### src/rtl/rvDefs.svh
// RV32I shared constants
`ifndef RV_DEFS_SVH
`define RV_DEFS_SVH

`define XLEN    32
`define SHAMTW  5   // Shift amount bits

// Base opcodes
`define OP_LOAD   7'b0000011
`define OP_IMM    7'b0010011
`define OP_AUIPC  7'b0010111
`define OP_STORE  7'b0100011
`define OP_REG    7'b0110011
`define OP_LUI    7'b0110111
`define OP_BRANCH 7'b1100011
`define OP_JALR   7'b1100111
`define OP_JAL    7'b1101111

// funct7 pattern that selects sub and sra
`define F7_ALT    7'b0100000

`endif

### src/rtl/rvPkg.sv
// RV32I decode types
`default_nettype none

package rvPkg;

    // One instruction word seen through each encoding format
    typedef union packed {
        struct packed {
            logic [6:0] funct7;
            logic [4:0] rs2;
            logic [4:0] rs1;
            logic [2:0] funct3;
            logic [4:0] rd;
            logic [6:0] opcode;
        } rType;
        struct packed {
            logic [11:0] imm;
            logic [4:0]  rs1;
            logic [2:0]  funct3;
            logic [4:0]  rd;
            logic [6:0]  opcode;
        } iType;
        struct packed {
            logic [6:0] immHi;
            logic [4:0] rs2;
            logic [4:0] rs1;
            logic [2:0] funct3;
            logic [4:0] immLo;
            logic [6:0] opcode;
        } sType;
        struct packed {
            logic       imm12;
            logic [5:0] imm10to5;
            logic [4:0] rs2;
            logic [4:0] rs1;
            logic [2:0] funct3;
            logic [3:0] imm4to1;
            logic       imm11;
            logic [6:0] opcode;
        } bType;
        struct packed {
            logic [19:0] imm;
            logic [4:0]  rd;
            logic [6:0]  opcode;
        } uType;
        struct packed {
            logic       imm20;
            logic [9:0] imm10to1;
            logic       imm11;
            logic [7:0] imm19to12;
            logic [4:0] rd;
            logic [6:0] opcode;
        } jType;
    } instrWordT;

    typedef enum logic [3:0] {
        ALU_ADD   = 4'b0000,
        ALU_SUB   = 4'b0001,
        ALU_SLL   = 4'b0010,
        ALU_SLT   = 4'b0011,
        ALU_SLTU  = 4'b0100,
        ALU_XOR   = 4'b0101,
        ALU_SRL   = 4'b0110,
        ALU_SRA   = 4'b0111,
        ALU_OR    = 4'b1000,
        ALU_AND   = 4'b1001,
        ALU_PASSB = 4'b1010,  // lui
        ALU_BAD   = 4'b1111
    } aluOpT;

    // Write-back source
    typedef enum logic [1:0] {
        WB_ALU   = 2'b00,
        WB_MEM   = 2'b01,
        WB_PC4   = 2'b10,
        WB_PCIMM = 2'b11
    } wbSelT;

    typedef enum logic [1:0] {
        LEN_BYTE = 2'd0,
        LEN_HALF = 2'd1,
        LEN_WORD = 2'd3
    } memLenT;

    typedef enum logic [2:0] {
        IMM_I,
        IMM_S,
        IMM_B,
        IMM_U,
        IMM_J
    } immKindT;

    // funct3 for OP and OP-IMM
    localparam logic [2:0] F3_ADD  = 3'b000;
    localparam logic [2:0] F3_SLL  = 3'b001;
    localparam logic [2:0] F3_SLT  = 3'b010;
    localparam logic [2:0] F3_SLTU = 3'b011;
    localparam logic [2:0] F3_XOR  = 3'b100;
    localparam logic [2:0] F3_SR   = 3'b101;  // srl or sra
    localparam logic [2:0] F3_OR   = 3'b110;
    localparam logic [2:0] F3_AND  = 3'b111;

    // Branch conditions
    localparam logic [2:0] F3_BEQ  = 3'b000;
    localparam logic [2:0] F3_BNE  = 3'b001;
    localparam logic [2:0] F3_BLT  = 3'b100;
    localparam logic [2:0] F3_BGE  = 3'b101;
    localparam logic [2:0] F3_BLTU = 3'b110;
    localparam logic [2:0] F3_BGEU = 3'b111;

    // Load and store widths
    localparam logic [2:0] F3_LB   = 3'b000;
    localparam logic [2:0] F3_LH   = 3'b001;
    localparam logic [2:0] F3_LW   = 3'b010;
    localparam logic [2:0] F3_LBU  = 3'b100;
    localparam logic [2:0] F3_LHU  = 3'b101;

endpackage

`default_nettype wire

### src/rtl/ctrlIf.sv
// Decoded control bundle
`timescale 1ns/1ns
`default_nettype none

interface ctrlIf
    import rvPkg::*;
(
    input logic clk     // Sampling clock for decoder checks
);
    wbSelT       wbSel;
    logic        memWrite;
    logic        branch;
    logic        jmp;         // jal or jalr
    logic        jalr;
    aluOpT       aluControl;
    logic        aluSrc;      // 1 selects the immediate
    logic        regWrite;
    memLenT      dataLen;
    logic        dataSign;
    immKindT     immKind;
    logic [2:0]  func3;

    modport dec (
        input  clk,
        output wbSel, memWrite, branch, jmp, jalr, aluControl,
        output aluSrc, regWrite, dataLen, dataSign, immKind, func3
    );

    modport exe (
        input wbSel, memWrite, branch, jmp, jalr, aluControl,
        input aluSrc, regWrite, dataLen, dataSign, immKind, func3
    );

endinterface

`default_nettype wire

### src/rtl/controller.sv
// RV32I control decoder
`timescale 1ns/1ns
`default_nettype none
`include "rvDefs.svh"

module controller
    import rvPkg::*;
(
    input instrWordT instr,
    ctrlIf.dec       ctl
);
    logic [6:0] opcode;
    logic [2:0] func3;
    logic       altFunc;
    logic       aluExpected;

    // Arithmetic op from func3, sub only exists for register operands
    function automatic aluOpT decodeFunc(
        input logic [2:0] f3,
        input logic       alt,
        input logic       isReg
    );
        case (f3)
            F3_ADD:  decodeFunc = (alt && isReg) ? ALU_SUB : ALU_ADD;
            F3_SLL:  decodeFunc = ALU_SLL;
            F3_SLT:  decodeFunc = ALU_SLT;
            F3_SLTU: decodeFunc = ALU_SLTU;
            F3_XOR:  decodeFunc = ALU_XOR;
            F3_SR:   decodeFunc = alt ? ALU_SRA : ALU_SRL;
            F3_OR:   decodeFunc = ALU_OR;
            F3_AND:  decodeFunc = ALU_AND;
            default: decodeFunc = ALU_BAD;
        endcase
    endfunction

    assign opcode  = instr.rType.opcode;
    assign func3   = instr.rType.funct3;
    assign altFunc = (instr.rType.funct7 == `F7_ALT);  // Also imm[11:5] for srai

    always_comb begin
        ctl.wbSel      = WB_ALU;
        ctl.memWrite   = 1'b0;
        ctl.branch     = 1'b0;
        ctl.jmp        = 1'b0;
        ctl.jalr       = 1'b0;
        ctl.aluControl = ALU_BAD;
        ctl.aluSrc     = 1'b0;
        ctl.regWrite   = 1'b0;
        ctl.immKind    = IMM_I;
        case (opcode)
            `OP_LOAD: begin
                ctl.wbSel      = WB_MEM;
                ctl.aluControl = ALU_ADD;    // Address
                ctl.aluSrc     = 1'b1;
                ctl.regWrite   = 1'b1;
            end
            `OP_STORE: begin
                ctl.memWrite   = 1'b1;
                ctl.aluControl = ALU_ADD;
                ctl.aluSrc     = 1'b1;
                ctl.immKind    = IMM_S;
            end
            `OP_IMM: begin
                ctl.aluControl = decodeFunc(func3, altFunc, 1'b0);
                ctl.aluSrc     = 1'b1;
                ctl.regWrite   = 1'b1;
            end
            `OP_REG: begin
                ctl.aluControl = decodeFunc(func3, altFunc, 1'b1);
                ctl.regWrite   = 1'b1;
            end
            `OP_BRANCH: begin
                ctl.branch  = 1'b1;    // Compare runs beside the ALU
                ctl.immKind = IMM_B;
            end
            `OP_JAL: begin
                ctl.wbSel    = WB_PC4;
                ctl.jmp      = 1'b1;
                ctl.regWrite = 1'b1;
                ctl.immKind  = IMM_J;
            end
            `OP_JALR: begin
                // Target comes out of the ALU as rs1 + imm
                ctl.wbSel      = WB_PC4;
                ctl.jmp        = 1'b1;
                ctl.jalr       = 1'b1;
                ctl.aluControl = ALU_ADD;
                ctl.aluSrc     = 1'b1;
                ctl.regWrite   = 1'b1;
            end
            `OP_LUI: begin
                ctl.aluControl = ALU_PASSB;
                ctl.aluSrc     = 1'b1;
                ctl.regWrite   = 1'b1;
                ctl.immKind    = IMM_U;
            end
            `OP_AUIPC: begin
                ctl.wbSel      = WB_PCIMM;
                ctl.aluControl = ALU_ADD;
                ctl.regWrite   = 1'b1;
                ctl.immKind    = IMM_U;
            end
            default: ;
        endcase
    end

    // Access width follows func3 for loads and stores alike
    always_comb begin
        case (func3)
            F3_LB, F3_LBU: ctl.dataLen = LEN_BYTE;
            F3_LH, F3_LHU: ctl.dataLen = LEN_HALF;
            F3_LW:         ctl.dataLen = LEN_WORD;
            default:       ctl.dataLen = LEN_WORD;
        endcase
    end

    assign ctl.dataSign = (opcode == `OP_LOAD) && (func3 == F3_LB || func3 == F3_LH);
    assign ctl.func3    = func3;

    assign aluExpected = opcode inside {`OP_LOAD, `OP_IMM, `OP_STORE, `OP_REG,
                                        `OP_JALR, `OP_LUI, `OP_AUIPC};

    // Only branches, jal and unknown opcodes leave the ALU undefined
    aluDecoded: assert property (@(posedge ctl.clk) disable iff ($isunknown(instr))
        aluExpected |-> ctl.aluControl != ALU_BAD);

    noWriteClash: assert property (@(posedge ctl.clk) disable iff ($isunknown(instr))
        !(ctl.memWrite && ctl.regWrite));

endmodule

`default_nettype wire

### src/rtl/immGen.sv
// Immediate generator
`timescale 1ns/1ns
`default_nettype none
`include "rvDefs.svh"

module immGen
    import rvPkg::*;
(
    input  instrWordT        instr,
    input  immKindT          kind,
    output logic [`XLEN-1:0] imm
);
    always_comb begin
        case (kind)
            IMM_I: imm = {{(`XLEN-12){instr.iType.imm[11]}}, instr.iType.imm};
            IMM_S: begin
                imm = {{(`XLEN-12){instr.sType.immHi[6]}},
                       instr.sType.immHi,
                       instr.sType.immLo};
            end
            // Branch offsets are in halfwords
            IMM_B: begin
                imm = {{(`XLEN-13){instr.bType.imm12}},
                       instr.bType.imm12,
                       instr.bType.imm11,
                       instr.bType.imm10to5,
                       instr.bType.imm4to1,
                       1'b0};
            end
            IMM_U: imm = {instr.uType.imm, 12'b0};   // Upper 20 bits
            IMM_J: begin
                imm = {{(`XLEN-21){instr.jType.imm20}},
                       instr.jType.imm20,
                       instr.jType.imm19to12,
                       instr.jType.imm11,
                       instr.jType.imm10to1,
                       1'b0};
            end
            default: imm = '0;
        endcase
    end

endmodule

`default_nettype wire

### src/rtl/alu.sv
// Integer ALU and branch compare
`timescale 1ns/1ns
`default_nettype none
`include "rvDefs.svh"

module alu
    import rvPkg::*;
(
    ctrlIf.exe               ctl,
    input  logic [`XLEN-1:0] a,
    input  logic [`XLEN-1:0] b,
    output logic [`XLEN-1:0] result,
    output logic             taken
);
    logic [`SHAMTW-1:0] shamt;
    logic               eq;
    logic               ltSigned;
    logic               ltUnsigned;

    assign shamt      = b[`SHAMTW-1:0];
    assign eq         = (a == b);
    assign ltSigned   = ($signed(a) < $signed(b));
    assign ltUnsigned = (a < b);

    always_comb begin
        case (ctl.aluControl)
            ALU_ADD:   result = a + b;
            ALU_SUB:   result = a - b;
            ALU_SLL:   result = a << shamt;
            ALU_SLT:   result = {{(`XLEN-1){1'b0}}, ltSigned};
            ALU_SLTU:  result = {{(`XLEN-1){1'b0}}, ltUnsigned};
            ALU_XOR:   result = a ^ b;
            ALU_SRL:   result = a >> shamt;
            ALU_SRA:   result = $signed(a) >>> shamt;   // Keeps sign bit
            ALU_OR:    result = a | b;
            ALU_AND:   result = a & b;
            ALU_PASSB: result = b;
            default:   result = '0;
        endcase
    end

    // Condition only, the branch flag qualifies it upstream
    always_comb begin
        case (ctl.func3)
            F3_BEQ:  taken = eq;
            F3_BNE:  taken = !eq;
            F3_BLT:  taken = ltSigned;
            F3_BGE:  taken = !ltSigned;
            F3_BLTU: taken = ltUnsigned;
            F3_BGEU: taken = !ltUnsigned;
            default: taken = 1'b0;
        endcase
    end

endmodule

`default_nettype wire

### src/rtl/execUnit.sv
// RV32I execute stage
`timescale 1ns/1ns
`default_nettype none
`include "rvDefs.svh"

module execUnit
    import rvPkg::*;
(
    input  logic             clk,
    input  logic             rstN,
    input  logic             req,
    input  logic [`XLEN-1:0] instr,
    input  logic [`XLEN-1:0] pc,
    input  logic [`XLEN-1:0] rs1Val,
    input  logic [`XLEN-1:0] rs2Val,
    output logic             ack,
    output logic [`XLEN-1:0] rdValue,
    output logic [`XLEN-1:0] nextPc,
    output logic             regWrite,
    output logic             memWrite,
    output logic             memRead,
    output logic [1:0]       dataLen,
    output logic             dataSign,
    output logic             illegal
);
    typedef enum logic {IDLE, DONE} hsStateT;

    hsStateT          state;
    instrWordT        iw;
    logic [`XLEN-1:0] imm;
    logic [`XLEN-1:0] aluB;
    logic [`XLEN-1:0] aluResult;
    logic [`XLEN-1:0] pcPlus4;
    logic [`XLEN-1:0] pcPlusImm;
    logic [`XLEN-1:0] rdNext;
    logic [`XLEN-1:0] pcNext;
    logic             taken;
    logic             legalOp;
    logic             capture;

    ctrlIf ctl (.clk(clk));

    controller iCtrl (.instr(iw), .ctl(ctl.dec));
    immGen     iImm  (.instr(iw), .kind(ctl.immKind), .imm(imm));
    alu        iAlu  (.ctl(ctl.exe), .a(rs1Val), .b(aluB), .result(aluResult), .taken(taken));

    assign iw        = instr;
    assign aluB      = ctl.aluSrc ? imm : rs2Val;
    assign pcPlus4   = pc + 4;
    assign pcPlusImm = pc + imm;
    assign legalOp   = iw.rType.opcode inside {`OP_LOAD, `OP_IMM, `OP_STORE, `OP_BRANCH,
                                               `OP_REG, `OP_JAL, `OP_JALR, `OP_LUI,
                                               `OP_AUIPC};

    // Loads and stores return the address from the ALU
    always_comb begin
        case (ctl.wbSel)
            WB_PC4:   rdNext = pcPlus4;
            WB_PCIMM: rdNext = pcPlusImm;
            default:  rdNext = aluResult;
        endcase
    end

    always_comb begin
        if (ctl.jalr) begin
            pcNext = {aluResult[`XLEN-1:1], 1'b0};
        end else if (ctl.jmp || (ctl.branch && taken)) begin
            pcNext = pcPlusImm;
        end else begin
            pcNext = pcPlus4;
        end
    end

    // Four-phase handshake, DONE is the ack phase
    always_ff @(posedge clk or negedge rstN) begin
        if (!rstN) begin
            state <= IDLE;
        end else begin
            case (state)
                IDLE:    if (req) state <= DONE;
                DONE:    if (!req) state <= IDLE;
                default: state <= IDLE;
            endcase
        end
    end

    assign ack     = (state == DONE);
    assign capture = (state == IDLE) && req;   // Results load as ack rises

    always_ff @(posedge clk or negedge rstN) begin
        if (!rstN) begin
            regWrite <= 1'b0;
            memWrite <= 1'b0;
            memRead  <= 1'b0;
            illegal  <= 1'b0;
        end else if (capture) begin
            regWrite <= ctl.regWrite && legalOp;
            memWrite <= ctl.memWrite && legalOp;
            memRead  <= (ctl.wbSel == WB_MEM) && legalOp;
            illegal  <= !legalOp;
        end
    end

    always_ff @(posedge clk) begin
        if (capture) begin
            rdValue  <= rdNext;
            nextPc   <= pcNext;
            dataLen  <= ctl.dataLen;
            dataSign <= ctl.dataSign;
        end
    end

    ackNeedsReq: assert property (@(posedge clk) disable iff (!rstN)
        $rose(ack) |-> $past(req));

    // Host may hold req as long as it likes
    outputsHeld: assert property (@(posedge clk) disable iff (!rstN)
        ack && $past(ack) |-> $stable({rdValue, nextPc, regWrite, memWrite,
                                       memRead, dataLen, dataSign, illegal}));

endmodule

`default_nettype wire

### config.mk
export PLATFORM = sky130hd
export DESIGN_NAME = execUnit
export DESIGN_NICKNAME = d
export VERILOG_FILES = /design/src/rtl/rvPkg.sv /design/src/rtl/ctrlIf.sv /design/src/rtl/controller.sv /design/src/rtl/immGen.sv /design/src/rtl/alu.sv /design/src/rtl/execUnit.sv
export VERILOG_INCLUDE_DIRS = /design/src /design/src/rtl
export SDC_FILE = /design/constraint.sdc
export NUM_CORES = 1
export LEC_CHECK = 0
export ABC_AREA = 1
export BUFFER_PORTS_ARGS = -buffer_cell sky130_fd_sc_hd__buf_2
export CORE_MARGIN = 2
export CORE_UTILIZATION = 33
export CTS_CLUSTER_DIAMETER = 50
export DETAILED_ROUTE_END_ITERATION = 7
export PLACE_DENSITY = 0.58
export RECOVER_POWER = 100
export SLEW_MARGIN = 20
export SYNTH_ARGS = -nofsm -noshare
export SYNTH_HDL_FRONTEND = slang
export SYNTH_SLANG_ARGS = --single-unit
### constraint.sdc
create_clock -name clk -period 8.7 [get_ports clk]
set_clock_uncertainty 0.1 [all_clocks]
set_input_delay 0 -clock clk [delete_from_list [all_inputs] [get_ports clk]]
set_output_delay 0 -clock clk [all_outputs]
set_load 0.01 [all_outputs]
==> results by stage <==
Routing:
- For this run, design rule violations remaining after detail routing come to 0.
- The number of iterations in the first detailed-routing pass is 7.
- After detailed routing, the average wire length per cell comes to about 24 um.
- In the routed layout, each cell is associated on average with a via count of 5.84.
- The number of nets still failing antenna checks after routing is 0.
- The first routing iteration left 3,123 violations.
- The count of vias placed by the detailed router is 20,800.
- The aggregate routed wire length is 86,700 um.

Power and ir drop:
- Across the VDD grid, the largest voltage drop is 79.7 uV.
- The power per cell area is 101 nW/um2.
- The total power draw is 1.78 mW.
- The leakage power total is 8.68 nW.

Logic synthesis:
- The leading cell type by number of instances after synthesis is sky130_fd_sc_hd__nand2_1.
- The fraction of synthesized area in multiplexers is 0.880%.
- The adder-cell area share of the yosys netlist is 9.55%.
- The count of distinct cell types in the synthesized netlist is 62.
- Summing the areas of all and, or, nand and nor instances in the mapped netlist gives 37.0% of the synthesized area.
- The number of nets in the synthesized netlist is around 3,100.
- The xor and xnor area share after synthesis is a little over 3%.
- In this run, synthesis produced a sequential element count of 72.
- The largest family of logic cells by synthesized area is simple AND/OR/NAND/NOR gates.
- After synthesis, the cell types taking the most area are sky130_fd_sc_hd__nand2_1, sky130_fd_sc_hd__edfxtp_1, sky130_fd_sc_hd__ha_1.
- The netlist area before placement is 15,900 um2.
- The gate count of the mapped netlist is 2,818.
- The number of synthesized flops with an enable pin is 67.
- The commonest cells after synthesis are sky130_fd_sc_hd__nand2_1, sky130_fd_sc_hd__inv_1, sky130_fd_sc_hd__nand3_1, sky130_fd_sc_hd__o21ai_0, sky130_fd_sc_hd__nor2_1.
- The dominant cell type by area after synthesis is sky130_fd_sc_hd__nand2_1.
- The share of flip-flops with an asynchronous set or reset after synthesis is 6.94%.
- The compound-gate portion of the synthesized area is roughly a quarter.
- The post-synthesis sequential area ratio is 13.4%.
- The most common flop cell mapped by yosys is sky130_fd_sc_hd__edfxtp_1.
- The count of warnings emitted by yosys is 0.
- The average footprint of a synthesized cell is 5.65 um2.
- The share of synthesized area in the top cell type comes to 18.5%.

Setup path:
- Counting both buffers and inverters, the worst setup path holds a total of 5.
- For the worst setup path, the data required time is 8720 ps.
- The biggest cell delay along the critical path is 880 ps.
- The worst setup path is launched from an input port.
- The critical path class is in -> reg.
- Grouping stages by cell kind, the critical path spends the most delay in simple AND/OR/NAND/NOR gates.
- On the critical path, the stage with the largest delay is an instance of sky130_fd_sc_hd__nand2_1.
- The worst register-to-register path begins at ack.
- The critical path arrival is around 7100 ps.
- The worst-path maximum fanout is 53.
- Tracing the worst setup path back leads to its startpoint at instr[4].
- The cell type with the highest occurrence count on the critical path is sky130_fd_sc_hd__nand2_1.
- The critical path capture point type is a flop.

CTS:
- The root cell of the clock tree is sky130_fd_sc_hd__clkbuf_16.
- The number of hold buffers added after CTS was 9.
- The post-CTS setup buffer count is 0.
- The number of clock buffers inserted by TritonCTS is 9.
- The longest clock path from root to sink contains 2 buffers.
- The later pin in the worst-skew pair is clocked with a latency of between 300 and 400 ps.
- The clock slew seen by the registers of the worst setup and hold paths is 60 ps.
- TritonCTS built the clock tree.
- CTS built an H-tree with a depth of 3.
- The quantity of gates resized following cts is 0.
- The CTS sink count is 72.

Layout:
- The final standard cell count with taps included and fillers excluded is roughly 3,600.
- In the final layout, the share of cells above drive strength 1 is 7.56%.
- From synthesis to final layout, the design area changed by 10.5%.
- Measured on the finished design, the core utilization comes to roughly 37%.
- After the last flow step, the layout net total stands at 3,197.

Worst hold path:
- The class of the most critical hold timing path is in -> reg.
- The launch instance of the worst min-delay path is pc[3].

Timing:
- At the pin with the least slew margin, the transition time is 3940 ps.
- The clock period minus final worst setup slack is 7080 ps.
- Dividing the final minimum period by the clock period gives 81.3%.
- Setup repair after global routing left no endpoint under its margin.
- Setup violations remaining at the end of the flow were counted as 0.
- The count of pins over their slew limit is between 60 and 70.
- The remaining max-slew budget at the tightest pin is -163%.
- The setup total negative slack is 0 ps.
- The final count of hold timing violations is 0.
- Based on the critical path, the design can be clocked at up to 141 MHz.

Global route:
- The number of antenna violations at the first check in global routing is 2.
- The first global-routing pass estimated roughly 120,000 um of wire.
- After global routing the overflow that remains totals 0.
- The number of global-route vias before repair was 18,700.
- For this run, the total global-route usage over all layers was measured as between 30% and 40%.
- The maximum number of pins on one net before global-route repair is 83.

Die:
- From bottom edge to top edge, the die measures 224 um.
- The die boundary width is 224 um.
- The placeable core area is 47,700 um2.
- The row count is 80.
- The floorplan step defined a die boundary enclosing 50,100 um2.
- The starting density of the core is 33.4%.
- The I/O pin count is approximately 200.

Run status:
- The final reports fail on capacitance limit, slew limit.
- The run finished, with violations left.

Place:
- The number of port buffers is 202.
- The global placer's final weighted congestion is 1.13.
- The detailed placement HPWL is between 70,000 and 80,000 um.
- In this run, placement finished with an instance count of 3,540.

Job:
- Max-cap violations in this run came to 1.
## registers in the layout (all words and copies together), names as in the netlist
signal	count
nextPc	32
rdValue	32
dataLen	2
ack	1
dataSign	1
illegal	1
memRead	1
memWrite	1
regWrite	1
## cells in the final DEF (no fill, tap or decap), types with 10 or more instances in the layout
| master | count |
|---|---|
| sky130_fd_sc_hd__or2_2 | 14 |
| sky130_fd_sc_hd__nor3_1 | 34 |
| sky130_fd_sc_hd__xnor2_1 | 17 |
| sky130_fd_sc_hd__o211ai_1 | 36 |
| sky130_fd_sc_hd__o221ai_1 | 15 |
| sky130_fd_sc_hd__nand3_1 | 247 |
| sky130_fd_sc_hd__inv_2 | 14 |
| sky130_fd_sc_hd__o21ai_1 | 49 |
| sky130_fd_sc_hd__o21a_1 | 15 |
| sky130_fd_sc_hd__clkbuf_1 | 77 |
| sky130_fd_sc_hd__o22ai_1 | 33 |
| sky130_fd_sc_hd__a21oi_1 | 191 |
| sky130_fd_sc_hd__buf_2 | 127 |
| sky130_fd_sc_hd__o21ai_0 | 248 |
| sky130_fd_sc_hd__nand4_1 | 39 |
| sky130_fd_sc_hd__mux2i_1 | 14 |
| sky130_fd_sc_hd__ha_1 | 120 |
| sky130_fd_sc_hd__a31oi_1 | 15 |
| sky130_fd_sc_hd__buf_4 | 20 |
| sky130_fd_sc_hd__nand2_1 | 793 |
| sky130_fd_sc_hd__nor2_1 | 210 |
| sky130_fd_sc_hd__a21o_1 | 10 |
| sky130_fd_sc_hd__xor2_1 | 39 |
| sky130_fd_sc_hd__edfxtp_1 | 67 |
| sky130_fd_sc_hd__inv_1 | 372 |
## path summary, 6_finish.rpt
path / end / slack, ps / cells after the start
max in group asynchronous: regWrite / 7840 / 3
min in group asynchronous: ack / 460 / 3
worst max-delay path: rdValue[19] / 1620 / 31
worst max register to register: regWrite / 3870 / 5
worst min register to register: regWrite / 390 / 1
worst min-delay path: rdValue[3] / 30 / 4
## worst register-to-register path: cells and delay by family (launching register included)
kind / cells / cell delay (ps)
AOI/OAI and AO/OA: 2 / 640
buffers and inverters: 2 / 3520
DFF: 1 / 400
and+or+nand+nor: 1 / 100
## power breakdown
group          total [mW]  switching, mW  internal, mW
combinational       0.987          0.715         0.272
clock               0.384          0.163         0.220
sequential          0.405        0.00661         0.399
total                1.78          0.885         0.891
## per-stage QoR
step                      worst slack, ps  hold WS (ps)  instance area, um2
after floorplan                      4290          -396               15900
after global placement               3050          -278               17400
after detailed placement             3030          -276               17400
after CTS                            2850          25.4               17700
after global routing                 1300          27.7               17600
final                                1620          30.6               17600
## layout make-up
type	count	area [um2]
clock buffers	10	229
inverters	392	1470
fillers	5497	30100
well taps	615	769
clock inverters	6	60.1
flip-flops and latches	72	2140
repair buffers	232	1160
diodes	2	5.00
multi-input cells	2238	11800
## layer usage
metal | GRT usage, % | vias to the layer above | share of wire [%]
met4 | 17.9 | 2 | 6.3
met2 | 49.1 | 1317 | 41
met1 | 46.2 | 9649 | 42
met5 | 0 | - | 0.012
li1 | - | 9642 | -
met3 | 6.86 | 229 | 11
## logic make-up (layout without fill, tap and decap cells)
group	Yosys count	count (layout)
AOI/OAI and AO/OA	661	661
xor gates and xnor gates	56	56
adders and majority gates	121	121
buffers and inverters	508	640
DFF	72	72
muxes	14	14
other	0	2
and+or+nand+nor	1386	1386
Note: power is estimated with default switching activity, not from simulation.
